**config.mk**
```make
export PLATFORM = sky130hd
export DESIGN_NAME = csr_unit
export DESIGN_NICKNAME = d
export VERILOG_FILES = /design/src/csr_pkg.sv /design/src/csr_req_if.sv /design/src/csr_data.sv /design/src/csr_decode.sv /design/src/csr_execute.sv /design/src/csr_result.sv /design/src/csr_unit.sv
export SDC_FILE = /design/constraint.sdc
export NUM_CORES = 1
export LEC_CHECK = 0
export BUFFER_PORTS_ARGS = -buffer_cell sky130_fd_sc_hd__buf_2
export CAP_MARGIN = 20
export CORE_MARGIN = 2
export CORE_UTILIZATION = 40
export DETAILED_ROUTE_END_ITERATION = 7
export GPL_ROUTABILITY_DRIVEN = 0
export SYNTH_ARGS = -nofsm -noshare
export SYNTH_HDL_FRONTEND = slang
export SYNTH_SLANG_ARGS = --single-unit
```
**constraint.sdc**
```tcl
create_clock -name clk -period 2.8 [get_ports clk]
set_clock_uncertainty 0.05 [all_clocks]
set_input_delay 0.42 -clock clk [delete_from_list [all_inputs] [get_ports clk]]
set_output_delay 0.42 -clock clk [all_outputs]
set_load 0.01 [all_outputs]
```
**src/csr_pkg.sv**
```systemverilog
package csr_pkg;

    localparam int xlen             = 32;
    localparam int num_warps        = 4;
    localparam int wid_bits         = 2;
    localparam int csr_addr_bits    = 12;
    localparam int core_id          = 0;
    localparam int ffg_bits         = 5;
    localparam int frm_bits         = 3;
    localparam int commit_size_bits = 3;

    // floating point, per warp
    localparam logic [csr_addr_bits-1:0] csr_fflags     = 12'h001;
    localparam logic [csr_addr_bits-1:0] csr_frm        = 12'h002;
    localparam logic [csr_addr_bits-1:0] csr_fcsr       = 12'h003;

    localparam logic [csr_addr_bits-1:0] csr_mstatus    = 12'h300;
    localparam logic [csr_addr_bits-1:0] csr_misa       = 12'h301;
    localparam logic [csr_addr_bits-1:0] csr_mie        = 12'h304;
    localparam logic [csr_addr_bits-1:0] csr_mtvec      = 12'h305;
    localparam logic [csr_addr_bits-1:0] csr_mscratch   = 12'h340;
    localparam logic [csr_addr_bits-1:0] csr_mepc       = 12'h341;

    localparam logic [csr_addr_bits-1:0] csr_mcycle     = 12'hB00;
    localparam logic [csr_addr_bits-1:0] csr_minstret   = 12'hB02;
    localparam logic [csr_addr_bits-1:0] csr_mcycle_h   = 12'hB80;
    localparam logic [csr_addr_bits-1:0] csr_minstret_h = 12'hB82;

    localparam logic [csr_addr_bits-1:0] csr_mhartid    = 12'hF14;
    localparam logic [csr_addr_bits-1:0] csr_wid        = 12'hCC0;
    localparam logic [csr_addr_bits-1:0] csr_gwid       = 12'hCC1;
    localparam logic [csr_addr_bits-1:0] csr_nw         = 12'hFC1;

    localparam logic [xlen-1:0] isa_code      = 32'h4000_1120; // rv32imf
    localparam logic [6:0]      opcode_system = 7'b1110011;

    localparam logic [2:0] f3_rw  = 3'd1;
    localparam logic [2:0] f3_rs  = 3'd2;
    localparam logic [2:0] f3_rc  = 3'd3;
    localparam logic [2:0] f3_rwi = 3'd5;
    localparam logic [2:0] f3_rsi = 3'd6;
    localparam logic [2:0] f3_rci = 3'd7;

    typedef enum logic [1:0] {op_rw, op_rs, op_rc} csr_op_e;

    // fcsr byte, seen whole or as frm:fflags
    typedef union packed {
        logic [frm_bits+ffg_bits-1:0] raw;
        struct packed {
            logic [frm_bits-1:0] frm;
            logic [ffg_bits-1:0] fflags;
        } f;
    } fcsr_u;

endpackage

```
**src/csr_req_if.sv**
```systemverilog
`timescale 1ns/100ps

interface csr_req_if
    import csr_pkg::*;
();
    logic                     valid;     // one-cycle strobe
    logic [wid_bits-1:0]      wid;
    logic [csr_addr_bits-1:0] addr;
    csr_op_e                  op;
    logic [xlen-1:0]          operand;   // rs1 data or zero-extended uimm
    logic [4:0]               rd;
    logic                     write_en;
    logic                     illegal;

    modport decode (
        output valid, wid, addr, op, operand, rd, write_en, illegal
    );

    modport execute (
        input valid, wid, addr, op, operand, rd, write_en, illegal
    );

endinterface

```
**src/csr_data.sv**
```systemverilog
`timescale 1ns/100ps

module csr_data
    import csr_pkg::*;
(
    input  logic                        clk,
    input  logic                        reset,

    input  logic [csr_addr_bits-1:0]    read_addr,
    input  logic [wid_bits-1:0]         read_wid,
    output logic [xlen-1:0]             read_data,

    input  logic                        write_enable,
    input  logic [csr_addr_bits-1:0]    write_addr,
    input  logic [wid_bits-1:0]         write_wid,
    input  logic [xlen-1:0]             write_data,

    input  logic                        fpu_valid,
    input  logic [wid_bits-1:0]         fpu_wid,
    input  logic [ffg_bits-1:0]         fpu_fflags,
    input  logic [wid_bits-1:0]         fpu_read_wid,
    output logic [frm_bits-1:0]         fpu_frm,

    input  logic                        commit_valid,
    input  logic [commit_size_bits-1:0] commit_size,
    input  logic                        busy
);
    fcsr_u           fcsr_r [num_warps];
    logic [xlen-1:0] mstatus_r;
    logic [xlen-1:0] mie_r;
    logic [xlen-1:0] mtvec_r;
    logic [xlen-1:0] mscratch_r;
    logic [xlen-1:0] mepc_r;
    logic [63:0]     mcycle_r;
    logic [63:0]     minstret_r;

    always_ff @(posedge clk) begin
        if (reset) begin
            for (int i = 0; i < num_warps; i++)
                fcsr_r[i] <= '0;
            mstatus_r  <= '0;
            mie_r      <= '0;
            mtvec_r    <= '0;
            mscratch_r <= '0;
            mepc_r     <= '0;
        end else begin
            if (fpu_valid)
                fcsr_r[fpu_wid].f.fflags <= fpu_fflags;
            // later assignment, so an instruction write beats the fpu
            if (write_enable) begin
                case (write_addr)
                    csr_fflags:   fcsr_r[write_wid].f.fflags <= write_data[ffg_bits-1:0];
                    csr_frm:      fcsr_r[write_wid].f.frm    <= write_data[frm_bits-1:0];
                    csr_fcsr:     fcsr_r[write_wid].raw      <=
                                      write_data[frm_bits+ffg_bits-1:0];
                    csr_mstatus:  mstatus_r  <= write_data;
                    csr_mie:      mie_r      <= write_data;
                    csr_mtvec:    mtvec_r    <= write_data;
                    csr_mscratch: mscratch_r <= write_data;
                    csr_mepc:     mepc_r     <= write_data;
                    default: ;
                endcase
            end
        end
    end

    always_ff @(posedge clk) begin
        if (reset) begin
            mcycle_r   <= '0;
            minstret_r <= '0;
        end else begin
            if (busy)
                mcycle_r <= mcycle_r + 64'd1;
            if (commit_valid)
                minstret_r <= minstret_r + 64'(commit_size);
        end
    end

    always_comb begin
        case (read_addr)
            csr_fflags:     read_data = xlen'(fcsr_r[read_wid].f.fflags);
            csr_frm:        read_data = xlen'(fcsr_r[read_wid].f.frm);
            csr_fcsr:       read_data = xlen'(fcsr_r[read_wid].raw);

            csr_wid:        read_data = xlen'(read_wid);
            csr_gwid,
            csr_mhartid:    read_data = xlen'(core_id * num_warps) + xlen'(read_wid);
            csr_nw:         read_data = xlen'(num_warps);

            csr_mstatus:    read_data = mstatus_r;
            csr_misa:       read_data = isa_code;
            csr_mie:        read_data = mie_r;
            csr_mtvec:      read_data = mtvec_r;
            csr_mscratch:   read_data = mscratch_r;
            csr_mepc:       read_data = mepc_r;

            csr_mcycle:     read_data = mcycle_r[31:0];
            csr_mcycle_h:   read_data = mcycle_r[63:32];
            csr_minstret:   read_data = minstret_r[31:0];
            csr_minstret_h: read_data = minstret_r[63:32];

            default:        read_data = '0;
        endcase
    end

    assign fpu_frm = fcsr_r[fpu_read_wid].f.frm; // side port for the fpu

endmodule

```
**src/csr_decode.sv**
```systemverilog
`timescale 1ns/100ps

module csr_decode
    import csr_pkg::*;
(
    input  logic                clk,
    input  logic                reset,
    input  logic                instr_valid,
    input  logic [31:0]         instr,
    input  logic [wid_bits-1:0] instr_wid,
    input  logic [31:0]         rs1_data,
    csr_req_if.decode           req
);
    logic                valid_r;
    logic [31:0]         instr_r;
    logic [wid_bits-1:0] wid_r;
    logic [31:0]         rs1_r;

    logic [2:0] funct3;
    logic [4:0] rs1_field;
    logic       bad_f3;
    logic       known;
    logic       read_only;

    always_ff @(posedge clk) begin
        if (reset)
            valid_r <= 1'b0;
        else
            valid_r <= instr_valid;
        instr_r <= instr;
        wid_r   <= instr_wid;
        rs1_r   <= rs1_data;
    end

    assign funct3    = instr_r[14:12];
    assign rs1_field = instr_r[19:15];

    always_comb begin
        bad_f3 = 1'b0;
        case (funct3)
            f3_rw, f3_rwi: req.op = op_rw;
            f3_rs, f3_rsi: req.op = op_rs;
            f3_rc, f3_rci: req.op = op_rc;
            default: begin // funct3 0 and 4
                req.op = op_rw;
                bad_f3 = 1'b1;
            end
        endcase
    end

    always_comb begin
        case (req.addr)
            csr_fflags, csr_frm, csr_fcsr,
            csr_mstatus, csr_misa, csr_mie, csr_mtvec, csr_mscratch, csr_mepc,
            csr_mcycle, csr_minstret, csr_mcycle_h, csr_minstret_h,
            csr_mhartid, csr_wid, csr_gwid, csr_nw: known = 1'b1;
            default:                                 known = 1'b0;
        endcase
    end

    // counters and misa are read-only here as well
    assign read_only = (req.addr[11:10] == 2'b11) || (req.addr == csr_misa)
                    || (req.addr == csr_mcycle) || (req.addr == csr_mcycle_h)
                    || (req.addr == csr_minstret) || (req.addr == csr_minstret_h);

    assign req.valid    = valid_r;
    assign req.wid      = wid_r;
    assign req.addr     = instr_r[31:20];
    assign req.rd       = instr_r[11:7];
    assign req.operand  = funct3[2] ? xlen'(rs1_field) : rs1_r;
    assign req.write_en = (req.op == op_rw) || (rs1_field != 5'd0);
    assign req.illegal  = (instr_r[6:0] != opcode_system) || bad_f3 || !known
                       || (req.write_en && read_only);

endmodule

```
**src/csr_execute.sv**
```systemverilog
`timescale 1ns/100ps

module csr_execute
    import csr_pkg::*;
(
    csr_req_if.execute               req,

    output logic [csr_addr_bits-1:0] read_addr,
    output logic [wid_bits-1:0]      read_wid,
    input  logic [xlen-1:0]          read_data,

    output logic                     write_enable,
    output logic [csr_addr_bits-1:0] write_addr,
    output logic [wid_bits-1:0]      write_wid,
    output logic [xlen-1:0]          write_data,

    output logic                     ex_valid,
    output logic [wid_bits-1:0]      ex_wid,
    output logic [4:0]               ex_rd,
    output logic [xlen-1:0]          ex_old_data,
    output logic                     ex_illegal
);
    logic [xlen-1:0] new_data;

    // read-modify-write on the current value
    always_comb begin
        case (req.op)
            op_rw:   new_data = req.operand;
            op_rs:   new_data = read_data | req.operand;
            op_rc:   new_data = read_data & ~req.operand;
            default: new_data = read_data;
        endcase
    end

    assign read_addr = req.addr;
    assign read_wid  = req.wid;

    assign write_enable = req.valid && req.write_en && !req.illegal;
    assign write_addr   = req.addr;
    assign write_wid    = req.wid;
    assign write_data   = new_data;

    assign ex_valid    = req.valid;
    assign ex_wid      = req.wid;
    assign ex_rd       = req.rd;
    assign ex_old_data = read_data; // value before this write
    assign ex_illegal  = req.illegal;

endmodule

```
**src/csr_result.sv**
```systemverilog
`timescale 1ns/100ps

module csr_result
    import csr_pkg::*;
(
    input  logic                clk,
    input  logic                reset,

    input  logic                ex_valid,
    input  logic [wid_bits-1:0] ex_wid,
    input  logic [4:0]          ex_rd,
    input  logic [xlen-1:0]     ex_old_data,
    input  logic                ex_illegal,

    output logic                rsp_valid,
    output logic [wid_bits-1:0] rsp_wid,
    output logic [4:0]          rsp_rd,
    output logic [xlen-1:0]     rsp_data,
    output logic                rsp_illegal
);

    always_ff @(posedge clk) begin
        if (reset)
            rsp_valid <= 1'b0;
        else
            rsp_valid <= ex_valid;
        rsp_wid     <= ex_wid;
        rsp_rd      <= ex_rd;
        rsp_data    <= ex_illegal ? '0 : ex_old_data; // nothing leaks on illegal
        rsp_illegal <= ex_illegal;
    end

endmodule

```
**src/csr_unit.sv**
```systemverilog
`timescale 1ns/100ps

module csr_unit
    import csr_pkg::*;
(
    input  logic                        clk,
    input  logic                        reset,

    input  logic                        instr_valid,
    input  logic [31:0]                 instr,
    input  logic [wid_bits-1:0]         instr_wid,
    input  logic [31:0]                 rs1_data,

    input  logic                        fpu_valid,
    input  logic [wid_bits-1:0]         fpu_wid,
    input  logic [ffg_bits-1:0]         fpu_fflags,
    input  logic [wid_bits-1:0]         fpu_read_wid,
    output logic [frm_bits-1:0]         fpu_frm,

    input  logic                        commit_valid,
    input  logic [commit_size_bits-1:0] commit_size,
    input  logic                        busy,

    output logic                        rsp_valid,
    output logic [wid_bits-1:0]         rsp_wid,
    output logic [4:0]                  rsp_rd,
    output logic [xlen-1:0]             rsp_data,
    output logic                        rsp_illegal
);
    csr_req_if req ();

    logic [csr_addr_bits-1:0] read_addr;
    logic [wid_bits-1:0]      read_wid;
    logic [xlen-1:0]          read_data;
    logic                     write_enable;
    logic [csr_addr_bits-1:0] write_addr;
    logic [wid_bits-1:0]      write_wid;
    logic [xlen-1:0]          write_data;

    logic                     ex_valid;
    logic [wid_bits-1:0]      ex_wid;
    logic [4:0]               ex_rd;
    logic [xlen-1:0]          ex_old_data;
    logic                     ex_illegal;

    csr_decode decode0 (
        .clk(clk), .reset(reset), .instr_valid(instr_valid), .instr(instr),
        .instr_wid(instr_wid), .rs1_data(rs1_data), .req(req.decode)
    );

    csr_execute execute0 (
        .req(req.execute),
        .read_addr(read_addr), .read_wid(read_wid), .read_data(read_data),
        .write_enable(write_enable), .write_addr(write_addr),
        .write_wid(write_wid), .write_data(write_data),
        .ex_valid(ex_valid), .ex_wid(ex_wid), .ex_rd(ex_rd),
        .ex_old_data(ex_old_data), .ex_illegal(ex_illegal)
    );

    csr_data data0 (
        .clk(clk), .reset(reset),
        .read_addr(read_addr), .read_wid(read_wid), .read_data(read_data),
        .write_enable(write_enable), .write_addr(write_addr),
        .write_wid(write_wid), .write_data(write_data),
        .fpu_valid(fpu_valid), .fpu_wid(fpu_wid), .fpu_fflags(fpu_fflags),
        .fpu_read_wid(fpu_read_wid), .fpu_frm(fpu_frm),
        .commit_valid(commit_valid), .commit_size(commit_size), .busy(busy)
    );

    csr_result result0 (
        .clk(clk), .reset(reset),
        .ex_valid(ex_valid), .ex_wid(ex_wid), .ex_rd(ex_rd),
        .ex_old_data(ex_old_data), .ex_illegal(ex_illegal),
        .rsp_valid(rsp_valid), .rsp_wid(rsp_wid), .rsp_rd(rsp_rd),
        .rsp_data(rsp_data), .rsp_illegal(rsp_illegal)
    );

endmodule

```
==> results of run 1 <==
[state kept, by name, summed over array words and instances (netlist names)]
signal               count
decode0.instr_r         32
result0.rsp_data        32
decode0.rs1_r           32
result0.rsp_valid        1
data0.fcsr_r            32
result0.rsp_illegal      1
decode0.req.valid        1
data0.mcycle_r          64
data0.mstatus_r         32
data0.mtvec_r           32
result0.rsp_wid          2
data0.mepc_r            32
data0.mie_r             32
result0.rsp_rd           5
data0.mscratch_r        32
data0.minstret_r        64
decode0.req.wid          2
[cell usage after synthesis, types with 41 or more instances]
cell / number / area, µm²
nand2_1: 93 / 349
dfxtp_1: 396 / 7930
o211a_1: 41 / 410
xnor2_1: 54 / 473
nor2_1: 266 / 998
o21ai_0: 67 / 335
a21oi_1: 66 / 330
nand4_1: 85 / 532
clkbuf_1: 84 / 315
nand3_1: 106 / 531
a211oi_1: 63 / 473
a22oi_1: 66 / 495
xor2_1: 54 / 473
buf_2: 55 / 275
nor3_1: 55 / 275
[cell families after synthesis]
| logic type | synth area share [%] |
|---|---|
| multiplexers | 3.74 |
| AND/OR/NAND/NOR | 23.3 |
| buffers and inverters | 4.34 |
| adder cells (fa/ha/maj) | 0.364 |
| flip-flops | 46.2 |
| XOR/XNOR | 4.92 |
| AO/OA/AOI/OAI | 17.2 |
[critical path: cells and delay by family (launching register included)]
| family | cells | cell delay [ps] |
|---|---|---|
| AND/OR/NAND/NOR | 3 | 1010 |
| AO/OA/AOI/OAI | 3 | 840 |
| flip-flops | 1 | 410 |
| buffers and inverters | 1 | 180 |
[cell usage in the layout (no fill, tap or decap), types with 28 or more instances in the layout]
| master | n |
|---|---|
| a211oi_1 | 62 |
| buf_4 | 155 |
| xor2_1 | 54 |
| a21oi_1 | 65 |
| nand3_1 | 106 |
| clkbuf_16 | 49 |
| nand2b_1 | 35 |
| o211a_1 | 41 |
| nor4_1 | 34 |
| nand4_1 | 85 |
| xnor2_1 | 54 |
| dlygate4sd3_1 | 67 |
| dfxtp_1 | 391 |
| nor2_1 | 265 |
| and3_1 | 28 |
| a22oi_1 | 66 |
| nand2_1 | 92 |
| buf_2 | 126 |
| mux2i_1 | 29 |
| nor3_1 | 51 |
| o21ai_0 | 67 |
| edfxtp_1 | 32 |
[worst max path at each step]
stage                                            from                              to  slack, ps  cells after the start
after global routing      decode0.instr_r[30]$_DFF_P_  data0.mtvec_r[24]$_SDFFE_PP0P_         10                      7
after detailed placement  decode0.instr_r[21]$_DFF_P_   data0.mepc_r[24]$_SDFFE_PP0P_       -280                      9
final                     decode0.instr_r[22]$_DFF_P_    data0.fcsr_r[1][6]$_DFFE_PP_         80                      7
after floorplan            decode0.req.wid[0]$_DFF_P_    data0.fcsr_r[0][3]$_DFFE_PP_        260                      8
after global placement    decode0.instr_r[23]$_DFF_P_   data0.mepc_r[24]$_SDFFE_PP0P_       -330                      8
after CTS                  decode0.req.wid[0]$_DFF_P_    data0.fcsr_r[0][7]$_DFFE_PP_          8                      6
[report_power, final]
part	switching [W]	internal, W	total (W)
Combinational	0.000425	0.000310	0.000735
Sequential	0.0000678	0.00626	0.00632
Clock	0.00259	0.00359	0.00617
Total	0.00308	0.0102	0.0132
[metrics by stage]
stage | power [W] | setup WS [ps]
finish | 0.0132 | 81.3
global route | 0.0137 | 12.8
global placement | 0.00708 | -329
detailed placement | 0.00710 | -278
floorplan | 0.00680 | 263
CTS | 0.0133 | 7.52
[metal layers]
layer / track usage, % / wire (µm)
met5: 0 / 0
met4: 8.80 / 2010
met3: 4.16 / 5300
met2: 38.8 / 28600
met1: 35.1 / 27800
[what timing repair did]
item	in CTS	in global routing
setup endpoints to repair	42	74
pin swaps	0	4
hold buffers	67	0
cloned	0	1
setup buffers	0	2
gates resized for setup	9	20
hold endpoints to repair	67	0
[area by class of cell]
cell class                 instances  area [µm²]
multi-input combinational       1462        9700
tap                              615         769
fill                            4327       23600
clock buffer                      72        1410
clock inverter                    16         146
sequential                       428        8890
timing repair buffer             375        2980
inverter                          25        93.8
==> metrics.md, run 1 <==
| Metric | Value |
|---|---|
| Post-synthesis instance total | 2076 |
| Max-Cap Viols | 0 |
| Clk pin slew, worst setup/hold paths | 70 ps |
| H-tree Lvls | 2 |
| Critical path startpoint category | flop |
| Post-route cell area | 0.0240 mm² |
| Min-Delay Path Class | primary input to flop |
| Initial antenna violation count | 1 |
| Via count | 17700 |
| Ys async rst share | 0% |
| DRT Pass-1 Iters | 6 |
| Sink Count | 428 |
| Die Y | 223 µm |
| Most used DFF post-synth | dfxtp_1 |
| Slowest stage delay, CP | 670 ps |
| Non-Filler Instances | 2993 |
| Ant. Diodes | 0 |
| Worst-skew pair later-pin latency | 610 ps |
| Initial Util | 40.4% |
| Post-synth EDFFs | 32 |
| Residual DRC count | 0 |
| Crit-path cells | buf_4, or4b_2, o22ai_1, a32oi_1, nand4b_1, nand2_1, a211oi_1 |
| Iter 0 DRT Violations | 1640 |
| CTS tree | done |
| Reg-to-Reg End | data0.fcsr_r[1][6]$_DFFE_PP_ |
| DR vias/cell | 5.90 |
| Leakage | 9.24 nW |
| Final max-slew violation count | 0 |
| Global Route Usage Sum | 25.0% |
| Die W | 223 µm |
| Fmax | 368 MHz |
| Drt wl/cell | 21.3 µm |
| Die ar. | 0.0498 mm² |
| Io pins | 128 |
| Synthesized net count | 2165 |
| Worst Setup Path Type | flop to flop |
| PD cells | 551 mW/mm² |
| R2r startpoint | decode0.instr_r[22]$_DFF_P_ |
| Final period util | 97.1% |
| Worst R2R Path Depth | 7 |
| Vias in the first global route | 16600 |
| Status | finished clean |
| Share of layout cells above drive strength 1 | 20.1% |
| Clock Tree Root | clkbuf_16 |
| Hold Crit Start | reset |
| Distinct cells, synth | 87 |
| Remaining Overflow, GRT | 0 |
| Slew headroom | 42.3% |
| RSZ-0062 raised after global routing | no |
| Post-DP HPWL | 44200 µm |
| Crit path required time | 3110 ps |
| Slowest library cell on the worst path | or4b_2 |
| Clock buffer count from CTS | 47 |
| Layout area overhead | 24.8% |
| Worst EP arrival | 3030 ps |
| Final Util | 50.5% |
| Synth warn | 0 |
| WL final | 63700 µm |
| Post-synthesis area per instance | 9.26 µm² |
| Hold endpoint | data0.mtvec_r[5]$_SDFFE_PP0P_ |
| CP Capture Type | flop |
| Hold Path Depth | 2 |
| Post-synthesis register bit count | 428 |
| Worst VDD drop | 0.444 mV |
| Nets | 2428 |
| PortBufs | 127 |
| Global-route wire length before repair | 97200 µm |
| CORE AREA | 0.0475 mm² |
| Hold Violations, Final | 0 |
| Rows | 80 |
| Slew @ Worst Pin | 858 ps |
| Setup TNS | 0 ps |
| Syn Std Cell Area | 0.0192 mm² |
| Critical-path maximum fanout | 13 |
| Setup-failing EPs final | 0 |
| Worst reg-to-reg setup slack | 80 ps |
| Placed Area | 0.0216 mm² |
| Cell count after placement | 2835 |
| Maximum clock path buffer count | 3 |
| Largest net degree at the start of global routing | 121 |
| Tightest hold margin | 48.9 ps |
| Sequential element share of the synthesized area | 46.2% |
| Period minus WS final | 2720 ps |
| Post-route ant nets | 0 |
No activity file was read; power rests on OpenSTA's default activity.
==> run 2: changes to the inputs <==
- CAP_MARGIN: 20 -> 40
- clock period: 2.8 -> 2.5 ns (I/O delays scaled with it)
==> run 2 against run 1 <==
  * Clock power increased by 15%
  * Largest cell class unchanged
  * Power grew 15%
  * Maximum frequency up 5.6%
  * The flow now finishes with violations (negative setup slack)
  * Die area unchanged
  * Setup slack got worse by 150 ps
  * Wire length increased by 4.7%
  * Critical path depth increased by 5
==> metrics.md, run 2 (synthesis results as in run 1) <==
| Metric | Value |
|---|---|
| Initial antenna violation count | 1 |
| Clk pin slew, worst setup/hold paths | 60 ps |
| PortBufs | 127 |
| Tightest hold margin | 20.1 ps |
| Min-Delay Path Class | primary input to flop |
| Final WS setup | -73.7 ps |
| Post-DP HPWL | 45900 µm |
| Worst path bufs/invs | 6 |
| Worst-skew pair later-pin latency | 600 ps |
| Commonest non-fill, non-tap cells in the layout | dfxtp_1, buf_4, nor2_1 |
| Worst VDD drop | 0.545 mV |
| CORE AREA | 0.0475 mm² |
| WL final | 66700 µm |
| Final Util | 55.1% |
| Via count | 18200 |
| Slowest library cell on the worst path | or4_4 |
| Share of layout cells above drive strength 1 | 29.6% |
| Critical-path maximum fanout | 11 |
| Layout area overhead | 36.2% |
| Final max-slew violation count | 0 |
| Drt wl/cell | 21.2 µm |
| Clock buffer count from CTS | 48 |
| Die ar. | 0.0498 mm² |
| H-tree Lvls | 2 |
| Rows | 80 |
| Setup-failing EPs final | 10 |
| Die W | 223 µm |
| Vias in the first global route | 17500 |
| Iter 0 DRT Violations | 1930 |
| Cell count after placement | 2956 |
| Highest metal used | met4 |
| Crit-path cells | buf_12, or4_4, buf_6, nor3_4, buf_4, buf_8, buf_6, a22o_1, o311ai_1, buf_4, nand3_2, o211a_1 |
| Period minus WS final | 2570 ps |
| Max-Cap Viols | 0 |
| Global Route Usage Sum | 25.6% |
| Commonest non-fill, non-tap cell in the layout | dfxtp_1 |
| Critical Path Start | decode0.instr_r[21]$_DFF_P_ |
| PD cells | 579 mW/mm² |
| Biggest regs | data0.mcycle_r x64, data0.minstret_r x64 |
| Status | finished with violations |
| Fmax | 389 MHz |
| CP Capture Type | flop |
| Nets | 2590 |
| R2r startpoint | decode0.instr_r[21]$_DFF_P_ |
| DRT Pass-1 Iters | 6 |
| Met3 WL | 5240 µm |
| DR vias/cell | 5.79 |
| Global-route wire length before repair | 100000 µm |
| Hold Crit Start | reset |
| Die Y | 223 µm |
| Sink Count | 428 |
| Slew headroom | 33.9% |
| Failing checks | negative setup slack |
| Hold Path Depth | 2 |
| Met2 wire len | 31300 µm |
| Worst Setup Path Type | flop to flop |
| Cell family with most CP delay | buffers and inverters |
| Initial Util | 40.4% |
| CTS tree | done |
| Slew @ Worst Pin | 991 ps |
| Slowest stage delay, CP | 510 ps |
| Worst EP arrival | 3060 ps |
| Post-route ant nets | 0 |
| Remaining Overflow, GRT | 0 |
| RSZ-0062 raised after global routing | yes |
| Critical path startpoint category | flop |
| Residual DRC count | 0 |
| Reg-to-Reg End | data0.mepc_r[23]$_SDFFE_PP0P_ |
| Clock Tree Root | clkbuf_16 |
| Crit path required time | 2990 ps |
| Routed metal-1 wire length | 28500 µm |
| Hold Violations, Final | 0 |
| Io pins | 128 |
| Worst R2R Path Depth | 12 |
| Final period util | 103% |
| Leakage | 10.3 nW |
| Non-Filler Instances | 3152 |
| Maximum clock path buffer count | 3 |
| Worst reg-to-reg setup slack | -70 ps |
| Hold endpoint | decode0.req.valid$_SDFF_PP0_ |
| Largest net degree at the start of global routing | 131 |
[run 2: changes by cell type in the layout (fill, tap and decap cells not counted), moves of 5 or more]
cell,previous run,this run
a211oi_1,62,30
a211oi_2,7,39
a31oi_1,10,4
a31oi_4,0,5
buf_12,23,28
buf_4,155,284
buf_6,3,25
clkbuf_8,12,7
dfxtp_1,391,386
nand3_1,106,97
nand3_2,0,9
nor4_1,34,27
o2bb2ai_1,15,10
o311ai_1,9,4
[run 2: stage by stage]
step           setup TNS [ps]  worst slack (ps)  cell area [µm²]  power [W]
4_1_cts                 -14.2             -14.2            25000     0.0152
3_3_place_gp           -11800              -526            22500    0.00799
6_report                 -348             -73.7            26200     0.0152
3_5_place_dp           -14610              -468            22500    0.00800
2_1_floorplan               0              41.0            19200    0.00761
5_1_grt                 -2930              -152            26200     0.0156
[run 2: report_power, final]
| part | total (W) | leakage (nW) | switching [W] | internal, W |
|---|---|---|---|---|
| Clock | 0.00711 | 0.783 | 0.00288 | 0.00422 |
| Sequential | 0.00707 | 3.54 | 0.0000601 | 0.00701 |
| Combinational | 0.000995 | 6.00 | 0.000555 | 0.000440 |
[run 2: worst max path at each step]
stage          slack (ps)  cells past startpoint                          endpoint
2_1_floorplan          40                      7      data0.fcsr_r[2][7]$_DFFE_PP_
3_3_place_gp         -530                     10  data0.mscratch_r[3]$_SDFFE_PP0P_
3_5_place_dp         -470                     10      data0.mepc_r[3]$_SDFFE_PP0P_
4_1_cts               -10                      9      data0.fcsr_r[1][5]$_DFFE_PP_
5_1_grt              -150                     12     data0.mepc_r[23]$_SDFFE_PP0P_
6_report              -70                     12     data0.mepc_r[23]$_SDFFE_PP0P_
[run 2: worst reg2reg max path: stages (launching register included)]
cell	delay [ps]
dfxtp_2	320
buf_12	140
or4_4	510
buf_6	160
nor3_4	200
buf_4	150
buf_8	130
buf_6	120
a22o_1	170
o311ai_1	130
buf_4	230
nand3_2	70
o211a_1	150
[run 2: area by class of cell]
cell class / instances / area [µm²]
clock inverters: 19 / 215
repair buffers: 535 / 4350
flip-flops and latches: 428 / 8910
clock buffers: 66 / 1360
diodes: 1 / 2.50
well taps: 615 / 769
fillers: 4155 / 21400
inverters: 25 / 93.8
multi-input cells: 1463 / 10500
[run 2: repair_timing]
item | CTS | global route
hold endpoints to repair | 67 | 0
cloned | 1 | 2
pin swaps | 7 | 52
setup buffers | 1 | 40
resized for setup | 41 | 172
hold buffers | 67 | 0
endpoints found under the setup margin | 176 | 229
[run 2: metal layers]
layer | up-vias | GRT usage (%)
met5 | - | 0
met4 | 0 | 6.65
met3 | 119 | 4.10
met2 | 699 | 41.7
met1 | 8892 | 35.5
li1 | 8528 | -
